## src/common/icache_pkg.sv

```systemverilog
/*
 * instruction cache geometry constants
 * controller state codes
 * request address union, raw word or tag/index/offset fields
 */
package icache_pkg;

    // line and set geometry
    localparam int ADDR_W         = 32;
    localparam int TAG_W          = 20;
    localparam int INDEX_W        = 8;
    localparam int OFFSET_W       = 4;
    localparam int NUM_SETS       = 256;
    localparam int WORD_W         = 32;
    localparam int WORDS_PER_LINE = 4;
    localparam int LINE_W         = 128;

    // byte bits inside a word, below the word select
    localparam int BYTE_OFF_W     = 2;
    localparam int WORD_SEL_W     = OFFSET_W - BYTE_OFF_W;

    // controller state encoding
    localparam int         STATE_W   = 2;
    localparam logic [1:0] ST_IDLE   = 2'd0;
    localparam logic [1:0] ST_LOOKUP = 2'd1;
    localparam logic [1:0] ST_MISS   = 2'd2;
    localparam logic [1:0] ST_REFILL = 2'd3;

    // request address
    // raw goes out on the bus, f is used for lookup and word select
    typedef union packed {
        logic [ADDR_W-1:0] raw;
        struct packed {
            logic [TAG_W-1:0]    tag;
            logic [INDEX_W-1:0]  index;
            logic [OFFSET_W-1:0] offset;
        } f;
    } icache_addr_u;

endpackage

```

## src/icache/icache_replace.sv

```systemverilog
/*
 * replacement for the two-way cache
 * one LRU bit per set, victim choice for refills
 */
`timescale 1ns/10ps

module icache_replace (
    input  logic                           clk,
    input  logic                           reset,
    input  logic [icache_pkg::INDEX_W-1:0] index,
    input  logic                           touch,
    input  logic                           touch_way,
    input  logic                           way0_valid_miss,
    output logic                           victim
);

    // lru[set] names the least recently used way
    logic [icache_pkg::NUM_SETS-1:0] lru;

    // hit or fill makes the other way the older one
    always_ff @(posedge clk) begin
        if (reset) begin
            lru <= '0;
        end else if (touch) begin
            lru[index] <= ~touch_way;
        end
    end

    // empty way 0 is filled first
    // way 1 gets its turn through the LRU bit after that
    assign victim = way0_valid_miss ? lru[index] : 1'b0;

endmodule

```

## config.mk

```make
export PLATFORM = sky130hd
export DESIGN_NAME = icache_replace
export DESIGN_NICKNAME = d
export VERILOG_FILES = /design/src/common/icache_pkg.sv /design/src/icache/icache_replace.sv
export SDC_FILE = /design/constraint.sdc
export NUM_CORES = 1
export LEC_CHECK = 0
export ABC_AREA = 1
export BUFFER_PORTS_ARGS = -buffer_cell sky130_fd_sc_hd__buf_2
export CAP_MARGIN = 10
export CORE_MARGIN = 1.5
export CORE_UTILIZATION = 55
export CTS_CLUSTER_DIAMETER = 60
export DETAILED_ROUTE_END_ITERATION = 6
export MAX_ROUTING_LAYER = met4
export PLACE_DENSITY_LB_ADDON = 0.05
export SYNTH_ARGS = -nofsm -noshare
export SYNTH_HDL_FRONTEND = slang
export SYNTH_SLANG_ARGS = --single-unit
```

## constraint.sdc

```tcl
create_clock -name clk -period 2.53 [get_ports clk]
set_input_delay 0.506 -clock clk [delete_from_list [all_inputs] [get_ports clk]]
set_output_delay 0.506 -clock clk [all_outputs]
set_load 0.05 [all_outputs]
```

# Word level (Yosys, flattened, before mapping)
# Cells that the tools add are included.
dict set report classes {
  bitwise 1
  reduce_logical 1
  magnitude_cmp 2
  muxes 6
}
# operator count
set op_table {}
lappend op_table {{bitwise mux 256 bit} 1}
lappend op_table {{< comparator 8 x 9 -> 1 bit, second input constant} 1}
lappend op_table {{binary-select mux 1 bit (select 8 bit)} 1}
lappend op_table {{demux 1 bit (select 8 bit)} 1}
lappend op_table {{greater-or-equal comparator 8 x 1 -> 1 bit, second input constant} 1}
lappend op_table {{2-to-1 mux 1 bit} 3}
lappend op_table {{logical AND 1 bit} 1}
lappend op_table {{inverter 1 bit} 1}
dict set report word_totals {
  ff_bits 256
  input_bits 13
  output_inout_bits 1
  wordCells 11
}

# Longest topological paths before layout
dict set report depth {
  ltp_word 5
  depth_mapped 17
  ltp_nobuf 15
}

# Least setup slack after synthesis
# OpenSTA, ideal clock, no wires.
dict set report synth_timing {
  path_type {input port to output port}
  from {input port index[0] (netlist bit)}
  to {output port victim}
  t_required_ps 2024
  cell_stages 17
  path_buffers 2
  setup_slack_ps -229
  arrival_time_ps 2253
  path_cell_list {inv_2 > buf_2 > buf_2 > nand2_1 > nand2_1 > nand2_1 > nand3_1 > nand2_1 > nand2_1 > nor2_1 > nor2_1 > nor2_1 > nand2_1 > nand2_1 > nand2_1 > nor2_1 > nor2_1}
}
dict set report synth_via {
  elab_chain_len 3
}
# item line
set synth_rtl {}
lappend synth_rtl {{from (decl)} icache_replace.sv:10} ;# input logic [icache_pkg::INDEX_W-1:0] index,
lappend synth_rtl {{binary-select mux 1 bit (select 8 bit)} icache_replace.sv:31} ;# assign victim = way0_valid_miss ? lru[index] : 1'b0;
lappend synth_rtl {{2-to-1 mux 1 bit (not written as such)} icache_replace.sv:31}
lappend synth_rtl {{2-to-1 mux 1 bit} icache_replace.sv:31}
lappend synth_rtl {{to (decl)} icache_replace.sv:14} ;# output logic victim
# Every way passes these cells. The select of a mux whose other input is x is not followed.

# Final worst setup path
# Ends and elaborated chain as after synthesis.

==> impl_results.rst <==
.. list-table::
   :header-rows: 1

   * - Metric
     - Value
   * - Status
     - complete, but fails checks
   * - Failing checks
     - setup timing
   * - Critical-path cell with the highest stage delay
     - buf_12
   * - Final HPWL DP
     - 26,400 um
   * - Top cells by area, synth
     - dfxtp_1 (41%), nand2_1 (19%), a311oi_1 (11%)
   * - Final instance count without filler cells
     - 2,155
   * - Compound-Gate Fraction of Synth Area
     - 0.233
   * - Initial Utilization
     - 0.559
   * - Share of total power in combinational logic
     - 0.085
   * - Final number of setup-violating endpoints
     - 1
   * - Share of synthesized cell area in and, or, nand and nor gates
     - 0.291
   * - Syn nets
     - 1,836
   * - Final layout net count
     - 1,861
   * - Internal power component
     - 6.73 mW
   * - Maximum number of pins on one net before global-route repair
     - 81
   * - Number of flops mapped to enable cells by yosys
     - 0
   * - Area share of xor/xnor cells in the synthesized design
     - 0
   * - Final antenna diode count
     - 0
   * - Max Cap Viol
     - 0
   * - Die W
     - 154 um
   * - Slew HR
     - 0.581
   * - Detail-routed net length per standard cell
     - 20.3 um
   * - Switching power as a share of total power
     - 0.256
   * - Number of nets with antenna violations after detailed routing
     - 0
   * - Total Routing Usage GR
     - 0.364
   * - Number of clock buffers inserted by TritonCTS
     - 29
   * - Root cell of the clock tree
     - clkbuf_16
   * - Critical path start-end classification
     - input pin to primary output
   * - Layout-stage area growth over the synthesis result
     - 19.1%
   * - Max FFs per register
     - 256
   * - Net switching power of the design
     - 2.31 mW
   * - Portion of netlist area occupied by mux cells
     - 0
   * - WP buf/inv
     - 4
   * - Count of routing violations after the opening detailed-route iteration
     - 1,455
   * - Final number of hold-violating endpoints
     - 0
   * - Sequential element share of the synthesized area
     - 0.406
   * - Kind of cell adding the most delay to the critical path
     - simple AND/OR/NAND/NOR gates
   * - Register with the most flip-flops
     - lru
   * - Power density cells
     - 601 nW/um2
   * - Clock period minus worst slack
     - 2.80 ns
   * - Area of the core
     - 22,600 um2
   * - Placed cells
     - 2,085
   * - RePlAce Congestion
     - 0.939
   * - Deepest level of the CTS H-tree
     - 1
   * - Worst-path clk slew
     - 0.06 ns
   * - Number of input and output port buffers inserted
     - 13
   * - Leakage power total
     - 5.96 nW
   * - RSZ-0062 raised after global routing
     - true
   * - Fraction of registers with async set or reset after synthesis
     - 0
   * - Crit-path max cell delay
     - 0.17 ns
   * - Dominant combinational cell family by area after synthesis
     - simple AND/OR/NAND/NOR gates
   * - Number of instances in the synthesized netlist
     - 1,823
   * - Final WL
     - 43,800 um
   * - Part of the total power dissipated in sequential elements
     - 0.447
   * - Count of different cell masters after synthesis
     - 20
   * - First drt pass iteration count
     - 5
   * - Sum of negative setup slack
     - -0.272 ns
   * - Worst-case clock skew
     - 0 ns
   * - Critical Path Most Common Cell
     - nand2_1
   * - Site row count
     - 55
   * - Register bit total from synthesis
     - 256
   * - Maximum number of buffers from clock root to sink
     - 3
   * - Total grt overflow
     - 0
   * - Largest fanout on the critical path
     - 24
   * - Post-synthesis area per instance
     - 6.92 um2
   * - Antenna violations before repair
     - 0
   * - Vias after detailed routing
     - 13,000
   * - Vias in the first global route
     - 11,900
   * - Number of max-slew violations in the final report
     - 0
   * - Critical path endpoint category
     - primary output
   * - Required arrival time at the worst endpoint
     - 2.02 ns
   * - Part of the total power dissipated in the clock network
     - 0.467
   * - Cell with the most instances after synthesis
     - nand2_1
   * - Global-route wire length before repair
     - 66,500 um
   * - Count of yosys warnings during synthesis
     - 0
   * - DR vias/cell
     - 6.04
   * - Maximum vdd drop
     - 587 uV
   * - Cell type with the largest total area after synthesis
     - dfxtp_1
   * - Layout Utilization
     - 0.666
   * - Post-Synth Adder-Cell Area
     - 0
   * - Area used by multi-input combinational logic
     - 6690 um2
   * - Worst skew pair latency
     - 0.55 ns
   * - Commonest cells post-synth
     - nand2_1 (627), dfxtp_1 (256), nor2_1 (249)
   * - Final setup slack of the worst path
     - -0.272 ns
   * - DRC violations left
     - 0
   * - Element type at the critical path start
     - input pin
   * - Biggest registers after layout
     - lru (256)
   * - Worst EP arrival
     - 2.30 ns
   * - Number of fill cells
     - 2,010
   * - Commonest register cell after synthesis
     - dfxtp_1
   * - Share of the synthesized area in the top cell type
     - 0.406
   * - Clock tree from TritonCTS
     - done
   * - Total power
     - 9.04 mW
   * - I/O Pins
     - 14
   * - Hold crit path type
     - register to register
   * - Fraction of layout instances using a drive strength above 1
     - 0.152
   * - Post-CTS Hold Fix Bufs
     - 0
   * - Final critical-path share of the clock period
     - 1.11
   * - Height of the die
     - 154 um
   * - Cell breakdown of the critical path
     - buf_12, buf_16, buf_12, nand2_1, nand2_1, nand2_1, nand2_1, nand2_1, nand2_1, nor2_2, nor2_1, nor2_1, nand2_1, nand2_1, nand2_1, nor2_2, nor2_2, buf_6
   * - Count of clock tree sinks
     - 256
   * - Die Outline Area
     - 23,900 um2
   * - Area used by sequential logic in the layout
     - 5120 um2
   * - Actual slew at the worst max-slew pin
     - 0.628 ns
   * - Cell area after technology mapping
     - 12,600 um2
   * - Setup slack of the most critical reg-to-reg path
     - 1.69 ns
   * - Fmax
     - 357 MHz
[worst paths after layout]
path,from,to,cells past startpoint
max,index[0],victim,18
min,lru[179],lru[179],2
max reg2reg,lru[1],lru[1],2
min reg2reg,lru[179],lru[179],2
[kinds of logic after synthesis]
logic type / after synthesis
AOI/OAI and AO/OA: 420
buffers and inverters: 214
and+or+nand+nor: 933
DFF: 256
[per-layer routing]
layer  vias up  wire [um]  global-route usage
met4         0       1910               0.131
met3       119       3840              0.0420
met1      6012      18500               0.488
li1       6254          -                   -
met2       633      19500               0.568
met5         -          0                   -
[power by group through the flow]
stage                     Clock (mW)  Sequential, mW  Combinational (mW)
after floorplan                    0            4.13               0.346
after global placement             0            4.13               0.658
after detailed placement           0            4.13               0.658
after CTS                       4.24            4.04               0.698
after global routing            4.41            4.04               0.793
final                           4.23            4.04               0.770
[cells in the final DEF, fill, tap and decap left out, types with 5 or more instances in the layout]
cell type  count
nand2_1      618
dfxtp_1      256
nor2_1       237
a21oi_1      163
a311oi_1     162
a211oi_1      94
buf_4         86
clkbuf_16     36
nor2_2        34
inv_2         32
inv_1         30
buf_12        27
nand3_1       18
nor2_4        12
nand2_2       11
clkinv_2       9
buf_2          9
clkbuf_8       7
buf_16         5
[per-stage QoR]
stage          area [um2]  setup WS, ns  hold slack [ns]
2_1_floorplan       12600      0.000413            0.471
3_3_place_gp        13600        -0.414            0.478
3_5_place_dp        13600        -0.438            0.482
4_1_cts             14800        -0.186            0.490
5_1_grt             15000        -0.332            0.504
6_report            15000        -0.272            0.490
[cell type report]
type / count / share of cell area
inverter: 67 / 0.0176
clock inverter: 16 / 0.00965
timing repair buffer: 141 / 0.110
tap: 285 / 0.0237
multi-input combinational: 1353 / 0.445
clock buffer: 37 / 0.0536
sequential: 256 / 0.341
[worst register-to-register path, stage by stage, from the launching register on]
cell and delay [ns]:
dfxtp_1 0.36, a21oi_1 0.06, a311oi_1 0.30
[what timing repair did]
item / 4_1_cts / 5_1_grt
cloned: 3 / 7
setup endpoints to repair: 1 / 1
gates resized for setup: 16 / 24
pin swaps: 4 / 20
setup buffers: 4 / 3
Power figures use the tool's default switching activity.
