`config.mk`:
```
export PLATFORM = sky130hd
export DESIGN_NAME = icache_ctrl
export DESIGN_NICKNAME = d
export VERILOG_FILES = /design/src/common/icache_pkg.sv /design/src/icache/icache_ctrl.sv
export SDC_FILE = /design/constraint.sdc
export NUM_CORES = 1
export LEC_CHECK = 0
export ABC_AREA = 0
export BUFFER_PORTS_ARGS = -buffer_cell sky130_fd_sc_hd__buf_2
export CAP_MARGIN = 25
export CORE_AREA = 2 2 261 263
export DETAILED_ROUTE_END_ITERATION = 16
export DIE_AREA = 0 0 263 265
export HOLD_SLACK_MARGIN = 0.06
export SLEW_MARGIN = 10
export SYNTH_ARGS = -nofsm -noshare
export SYNTH_HDL_FRONTEND = slang
export SYNTH_SLANG_ARGS = --single-unit
```
`constraint.sdc`:
```
create_clock -name clk -period 3.2 [get_ports clk]
set_input_delay 0.64 -clock clk [delete_from_list [all_inputs] [get_ports clk]]
set_output_delay 0.64 -clock clk [all_outputs]
set_load 0.005 [all_outputs]
```
`src/common/icache_pkg.sv`:
```
/*
 * instruction cache geometry constants
 * controller state codes
 * request address union, raw word or tag/index/offset fields
 */
package icache_pkg;

    // line and set geometry
    localparam int ADDR_W         = 32;
    localparam int TAG_W          = 20;
    localparam int INDEX_W        = 8;
    localparam int OFFSET_W       = 4;
    localparam int NUM_SETS       = 256;
    localparam int WORD_W         = 32;
    localparam int WORDS_PER_LINE = 4;
    localparam int LINE_W         = 128;

    // byte bits inside a word, below the word select
    localparam int BYTE_OFF_W     = 2;
    localparam int WORD_SEL_W     = OFFSET_W - BYTE_OFF_W;

    // controller state encoding
    localparam int         STATE_W   = 2;
    localparam logic [1:0] ST_IDLE   = 2'd0;
    localparam logic [1:0] ST_LOOKUP = 2'd1;
    localparam logic [1:0] ST_MISS   = 2'd2;
    localparam logic [1:0] ST_REFILL = 2'd3;

    // request address
    // raw goes out on the bus, f is used for lookup and word select
    typedef union packed {
        logic [ADDR_W-1:0] raw;
        struct packed {
            logic [TAG_W-1:0]    tag;
            logic [INDEX_W-1:0]  index;
            logic [OFFSET_W-1:0] offset;
        } f;
    } icache_addr_u;

endpackage

```
`src/icache/icache_ctrl.sv`:
```
/*
 * cache controller
 * lookup and refill FSM, request buffer
 * CPU and bus handshakes, read data word select
 */
`timescale 1ns/10ps

module icache_ctrl (
    input  logic                           clk,
    input  logic                           reset,
    // CPU side
    input  logic                           valid,
    input  logic [icache_pkg::TAG_W-1:0]   tag,
    input  logic [icache_pkg::INDEX_W-1:0] index,
    input  logic [icache_pkg::OFFSET_W-1:0] offset,
    output logic                           addr_ok,
    output logic                           data_ok,
    output logic [icache_pkg::WORD_W-1:0]  rdata,
    // bus side
    output logic                           rd_req,
    output logic [icache_pkg::ADDR_W-1:0]  rd_addr,
    input  logic                           rd_rdy,
    input  logic                           ret_valid,
    input  logic [icache_pkg::LINE_W-1:0]  ret_data,
    // way side
    input  logic [1:0]                     way_hit,
    input  logic                           way0_valid,
    input  logic [icache_pkg::LINE_W-1:0]  way0_block,
    input  logic [icache_pkg::LINE_W-1:0]  way1_block,
    output logic [icache_pkg::INDEX_W-1:0] lookup_index,
    output logic [icache_pkg::INDEX_W-1:0] buf_index,
    output logic [icache_pkg::TAG_W-1:0]   buf_tag,
    output logic [1:0]                     fill,
    output logic [icache_pkg::LINE_W-1:0]  fill_line,
    // replacement side
    output logic                           touch,
    output logic                           touch_way,
    output logic                           way0_valid_miss,
    input  logic                           victim
);

    logic [icache_pkg::STATE_W-1:0]    state;
    logic [icache_pkg::STATE_W-1:0]    state_nxt;
    icache_pkg::icache_addr_u          req_buf;
    logic                              lookup_hit;
    logic                              lookup_miss;
    logic                              accept;
    logic                              fill_done;
    logic [icache_pkg::LINE_W-1:0]     hit_line;
    logic [icache_pkg::LINE_W-1:0]     sel_line;
    logic [icache_pkg::WORD_SEL_W-1:0] word_sel;

    // lookup result, RAM data belongs to req_buf here
    assign lookup_hit  = (state == icache_pkg::ST_LOOKUP) && (|way_hit);
    assign lookup_miss = (state == icache_pkg::ST_LOOKUP) && !(|way_hit);
    assign fill_done   = (state == icache_pkg::ST_REFILL) && ret_valid;

    // CPU handshake
    // a hit frees the pipe for the next request in the same cycle
    assign addr_ok = (state == icache_pkg::ST_IDLE) || lookup_hit;
    assign accept  = valid && addr_ok;
    assign data_ok = lookup_hit || fill_done;

    // state register
    always_ff @(posedge clk) begin
        if (reset) begin
            state <= icache_pkg::ST_IDLE;
        end else begin
            state <= state_nxt;
        end
    end

    always_comb begin
        state_nxt = state;
        case (state)
            icache_pkg::ST_IDLE: begin
                if (accept) begin
                    state_nxt = icache_pkg::ST_LOOKUP;
                end
            end
            icache_pkg::ST_LOOKUP: begin
                if (|way_hit) begin
                    state_nxt = valid ? icache_pkg::ST_LOOKUP : icache_pkg::ST_IDLE;
                end else begin
                    // request already out in this cycle
                    state_nxt = rd_rdy ? icache_pkg::ST_REFILL : icache_pkg::ST_MISS;
                end
            end
            icache_pkg::ST_MISS: begin
                if (rd_rdy) begin
                    state_nxt = icache_pkg::ST_REFILL;
                end
            end
            icache_pkg::ST_REFILL: begin
                if (ret_valid) begin
                    state_nxt = icache_pkg::ST_IDLE;
                end
            end
            default: begin
                state_nxt = icache_pkg::ST_IDLE;
            end
        endcase
    end

    // request buffer, only loaded on accept
    always_ff @(posedge clk) begin
        if (accept) begin
            req_buf.f.tag    <= tag;
            req_buf.f.index  <= index;
            req_buf.f.offset <= offset;
        end
    end

    // way 0 validity taken at the miss, used for the victim
    always_ff @(posedge clk) begin
        if (reset) begin
            way0_valid_miss <= 1'b0;
        end else if (lookup_miss) begin
            way0_valid_miss <= way0_valid;
        end
    end

    // RAM read follows the incoming request when one is taken
    assign lookup_index = accept ? index : req_buf.f.index;
    assign buf_index    = req_buf.f.index;
    assign buf_tag      = req_buf.f.tag;

    // bus read, whole line at offset zero
    assign rd_req  = lookup_miss || (state == icache_pkg::ST_MISS);
    assign rd_addr = {req_buf.raw[icache_pkg::ADDR_W-1:icache_pkg::OFFSET_W],
                      {icache_pkg::OFFSET_W{1'b0}}};

    // refill goes to the victim way in the return cycle
    assign fill      = fill_done ? (victim ? 2'b10 : 2'b01) : 2'b00;
    assign fill_line = ret_data;

    // LRU update on hit and on fill
    assign touch     = lookup_hit || fill_done;
    assign touch_way = fill_done ? victim : way_hit[1];

    // word select, from the hit way or straight from the bus
    assign word_sel = req_buf.f.offset[icache_pkg::OFFSET_W-1:icache_pkg::BYTE_OFF_W];
    assign hit_line = way_hit[1] ? way1_block : way0_block;
    assign sel_line = (state == icache_pkg::ST_REFILL) ? ret_data : hit_line;
    assign rdata    = sel_line[word_sel*icache_pkg::WORD_W +: icache_pkg::WORD_W];

    // bus request held with a steady address until taken
    a_rd_req_hold: assert property (@(posedge clk) disable iff (reset)
        rd_req && !rd_rdy |=> rd_req && $stable(rd_addr));

    // line return only while waiting for it
    a_ret_in_refill: assert property (@(posedge clk) disable iff (reset)
        ret_valid |-> state == icache_pkg::ST_REFILL);

    // a line is never resident in both ways
    a_hit_onehot: assert property (@(posedge clk) disable iff (reset)
        state == icache_pkg::ST_LOOKUP |-> $onehot0(way_hit));

endmodule

```
* Yosys cells after proc, flatten, opt, wreduce, memory -nomap -nowiden
Cells that the tools add are included.
Operators by class: eq/ne operators 6, reduce and logical (&&, ||, !) cells 11, mux-type cells 13, shifts and indexed selects 1
Operator list (number):
- $mux W128 | 2
- $shiftx A128 B8 Y32 | 1
- $mux W2 | 6
- $mux W8 | 1
- $pmux W2 S4 | 1
- $ne A2 B2 Y1 const B | 3
- $eq A2 B2 Y1 const B | 2
- $logic_and A1 B1 Y1 | 4
- $logic_or A1 B1 Y1 | 3
- $mux W1 | 3
- $reduce_and A3 Y1 | 1
- $eq A2 B1 Y1 const B | 1
- $logic_not A2 Y1 | 1
- $reduce_or A2 Y1 | 1
- $logic_not A1 Y1 | 1
Storage, ports and cells: bits in registers 35, output and inout port bits 236, logic and storage cells 34, bits of input ports 425

* Logic depth before layout (Yosys ltp)
depth in word-level cells 6, depth in mapped cells 6, mapped depth without buffers 3

* Least setup slack after synthesis
OpenSTA, ideal clock, no wires.
path kind input port to output port, from input port way_hit[1], to output port lookup_index[0] (netlist bit), stages on the path 5, setup slack 669 ps, buffers on the path 2, arrival time 1891 ps, data required time 2560 ps, path through buf_6 nor3b_1 nor3b_1 buf_2 mux2_2
On the way: word-level cells in the longest chain between the ends 5
Ends and longest elaborated chain:
- from (decl) | line icache_ctrl.sv:26 | input logic [1:0] way_hit,
- $reduce_or A2 Y1 | line icache_ctrl.sv:54 | assign lookup_hit = (state == icache_pkg::ST_LOOKUP) && (|way_hit);
- $logic_and A1 B1 Y1 | line icache_ctrl.sv:54
- $logic_or A1 B1 Y1 | line icache_ctrl.sv:60 | assign addr_ok = (state == icache_pkg::ST_IDLE) || lookup_hit;
- $logic_and A1 B1 Y1 | line icache_ctrl.sv:61 | assign accept = valid && addr_ok;
- named net accept | line icache_ctrl.sv:47 | logic accept;
- $mux W8 | line icache_ctrl.sv:124 | assign lookup_index = accept ? index : req_buf.f.index;
- to (decl) | line icache_ctrl.sv:30 | output logic [icache_pkg::INDEX_W-1:0] lookup_index,
The timed path passes the listed nets, and every way through them passes these cells.

==> results.sh <==
export IMPL_dp_hpwl_um=33000
export IMPL_coreArea_um2=66800
export IMPL_clk_latency_ns=0.28
export IMPL_postRouteAntennaNets=0
export IMPL_drc_errors=0
export IMPL_timing_setup_tns_ns=0
export IMPL_multi_input_area_um2=3680
export IMPL_power_frac_comb=0.512
export IMPL_yosys_warnings=0
export IMPL_grt_pass1_wl_um=51900
export IMPL_post_cts_setup_buffer_count=0
export IMPL_async_reset_ff_frac=0
export IMPL_fillers=7596
export IMPL_firstDrtPassIters=4
export IMPL_hp_class="reg2reg"
export IMPL_ys_flop_type="edfxtp_1"
export IMPL_syn_to_final_growth_pct=51.4
export IMPL_pre_cts_slack_ns=0.246
export IMPL_ios=661
export IMPL_slew_headroom=0.575
export IMPL_cts_root_buf="clkbuf_16"
export IMPL_reg2reg_slack_ns=1.46
export IMPL_fin_worst_skew_ns=0.0110
export IMPL_cts_buffers=5
export IMPL_cts_tree="yes"
export IMPL_cts_repair_resized=0
export IMPL_hold_viol=0
export IMPL_ys_ff_latch=33
export IMPL_holdPathEnd="way0_valid_miss"
export IMPL_grt_overflow_total=0
export IMPL_regToRegEndpoint="req_buf[26]"
export IMPL_cp_required_ns=2.56
export IMPL_peakVddDrop_mv=0.297
export IMPL_critical_path_top_delay_family="flip-flops"
export IMPL_ctsHtreeMaxLevel=2
export IMPL_avgSynthCellArea_um2=9.46
export IMPL_hold_depth=2
export IMPL_grt_max_degree=44
export IMPL_syn_cell_area_um2=6400
export IMPL_die_x_um=263
export IMPL_crit_type="reg2out"
export IMPL_clkSinkCount=33
export IMPL_wire_per_inst_um=19.5
export IMPL_final_common_cell="buf_2"
export IMPL_reg2regPathDepth=4
export IMPL_finalPower_uw=2250
export IMPL_cts_clk_slew_worst_paths_ns=0.05
export IMPL_grt_antenna_before_repair=14
export IMPL_drive_above_1_share=0.739
export IMPL_drtIter0Drc=416
export IMPL_io_buffers=654
export IMPL_rsz0062_at_grt="false"
export IMPL_nNetsFinal=1562
export IMPL_fin_crit_sh=0.939
export IMPL_power_switching_uw=789
export IMPL_hold_path_startpoint="way0_valid_miss"
export IMPL_crit_arrival_ns=2.36
export IMPL_holdBufCountCts=0
export IMPL_powerDensity_nw_per_um2=232
export IMPL_p_int_uw=1460
export IMPL_period_needed_ns=3.00
export IMPL_gp_congestion=0.881
export IMPL_netlist_cell_type_count=35
export IMPL_clkPwrFrac=0.250
export IMPL_slowest_delay_ns=0.55
export IMPL_track_usage=0.104
export IMPL_holdWs_ns=0.513
export IMPL_dieHeight_um=265
export IMPL_drv_slew=0
export IMPL_startpoint_type="register"
export IMPL_switching_share=0.351
export IMPL_vias_per_cell=3.75
export IMPL_reg2reg_from="state[0]"
export IMPL_timing_fmax_mhz=333
export IMPL_seq_area_frac_synth=0.150
export IMPL_syn_inst=677
export IMPL_worst_path_buf_inv=2
export IMPL_maxCapViolations=0
export IMPL_fp_row_count=95
export IMPL_regArea_um2=968
export IMPL_cp_depth=5
export IMPL_fin_ws_ns=0.195
export IMPL_setup_viol=0
export IMPL_die_area_um2=69700
export IMPL_crit_path_end_kind="output port"
export IMPL_synth_edf_count=30
export IMPL_worstPathCellList="and2_2 -> buf_4 -> o211ai_1 -> a22oi_1 -> buf_2"
export IMPL_tightest_slew_ns=0.638
export IMPL_status="finished clean"
export IMPL_clock_path_buffers=2
export IMPL_start_util=0.0958
export IMPL_drt_wl_total_um=39300
export IMPL_cp_slowest_cell="dfxtp_4"
export IMPL_leakage_uw=0.00467
export IMPL_first_global_vias=7325
export IMPL_layout_common_cells="653 x buf_2, 91 x mux2_2, 51 x a221oi_1, 45 x buf_4"
export IMPL_num_vias=7555
export IMPL_critPathMaxFanout=19
export IMPL_p_seq_frac=0.238
==> power groups by stage <==
stage / clock network [uW] / logic (uW) / registers (uW)
finish: 563 / 1150 / 535
CTS: 581 / 1160 / 537
detailed placement: 0 / 1150 / 546
floorplan: 0 / 642 / 524
global placement: 0 / 1150 / 545
global route: 600 / 1230 / 540
==> layout make-up <==
cell class / instances / area share
clock buffers: 5 / 0.0129
inverters: 1 / 0.000387
repair buffers: 706 / 0.388
well taps: 873 / 0.113
clock inverters: 3 / 0.00478
multi-input cells: 390 / 0.380
flip-flops and latches: 33 / 0.0999
diodes: 6 / 0.00155
==> cell families after synthesis <==
family	after synthesis	synth area share
and+or+nand+nor	79	0.0960
AOI/OAI and AO/OA	170	0.230
muxes	137	0.242
other	1	0.000586
DFF	33	0.150
buffers and inverters	257	0.282
==> how the worst max path moves through the flow <==
stage	start	end	slack (ns)
2_1_floorplan	way_hit[1]	lookup_index[0]	0.67
3_3_place_gp	way_hit[1]	lookup_index[4]	0.24
3_5_place_dp	way_hit[1]	lookup_index[4]	0.25
4_1_cts	register	rdata[31]	0.05
5_1_grt	register	rdata[31]	0.03
6_report	register	rdata[31]	0.20
==> worst reg2reg max path: stages (launching register included) <==
cell,delay [ns]
dfxtp_4,0.55
nor3b_1,0.40
nor3b_2,0.12
buf_12,0.18
buf_4,0.23
==> stage by stage <==
stage | util | cells | instance area, um^2
floorplan | - | 680 | 6410
global placement | 0.142 | 2003 | 9510
detailed placement | 0.142 | 2003 | 9510
CTS | 0.145 | 2011 | 9680
global route | 0.145 | 2017 | 9690
finish | 0.145 | 2017 | 9690
==> layer usage <==
metal | up-vias | track usage | wire (um) | part of all wire
li1 | 3356 | - | - | -
met1 | 3542 | 0.118 | 15200 | 0.39
met2 | 564 | 0.192 | 19800 | 0.50
met3 | 91 | 0.0128 | 2270 | 0.058
met4 | 2 | 0.0519 | 2060 | 0.052
met5 | - | 0 | 16 | 0.00041
==> cell usage after synthesis, types with 13 or more instances <==
cell      number  area [um^2]
buf_2         27          135
o211ai_1      32          240
nand3b_1      33          248
mux2i_1       33          330
edfxtp_1      30          901
a221oi_2      13          195
clkbuf_1      25         93.8
a211o_1       32          280
mux2_4        13          195
buf_4        193         1450
a22oi_1       32          240
and3b_1       33          289
a221oi_1      51          447
mux2_2        91         1020
==> state kept, by name (all words and copies together) (netlist names), named ones only <==
name and cells:
req_buf 30, state 1, way0_valid_miss 1
No activity file was read; power rests on OpenSTA's default activity.
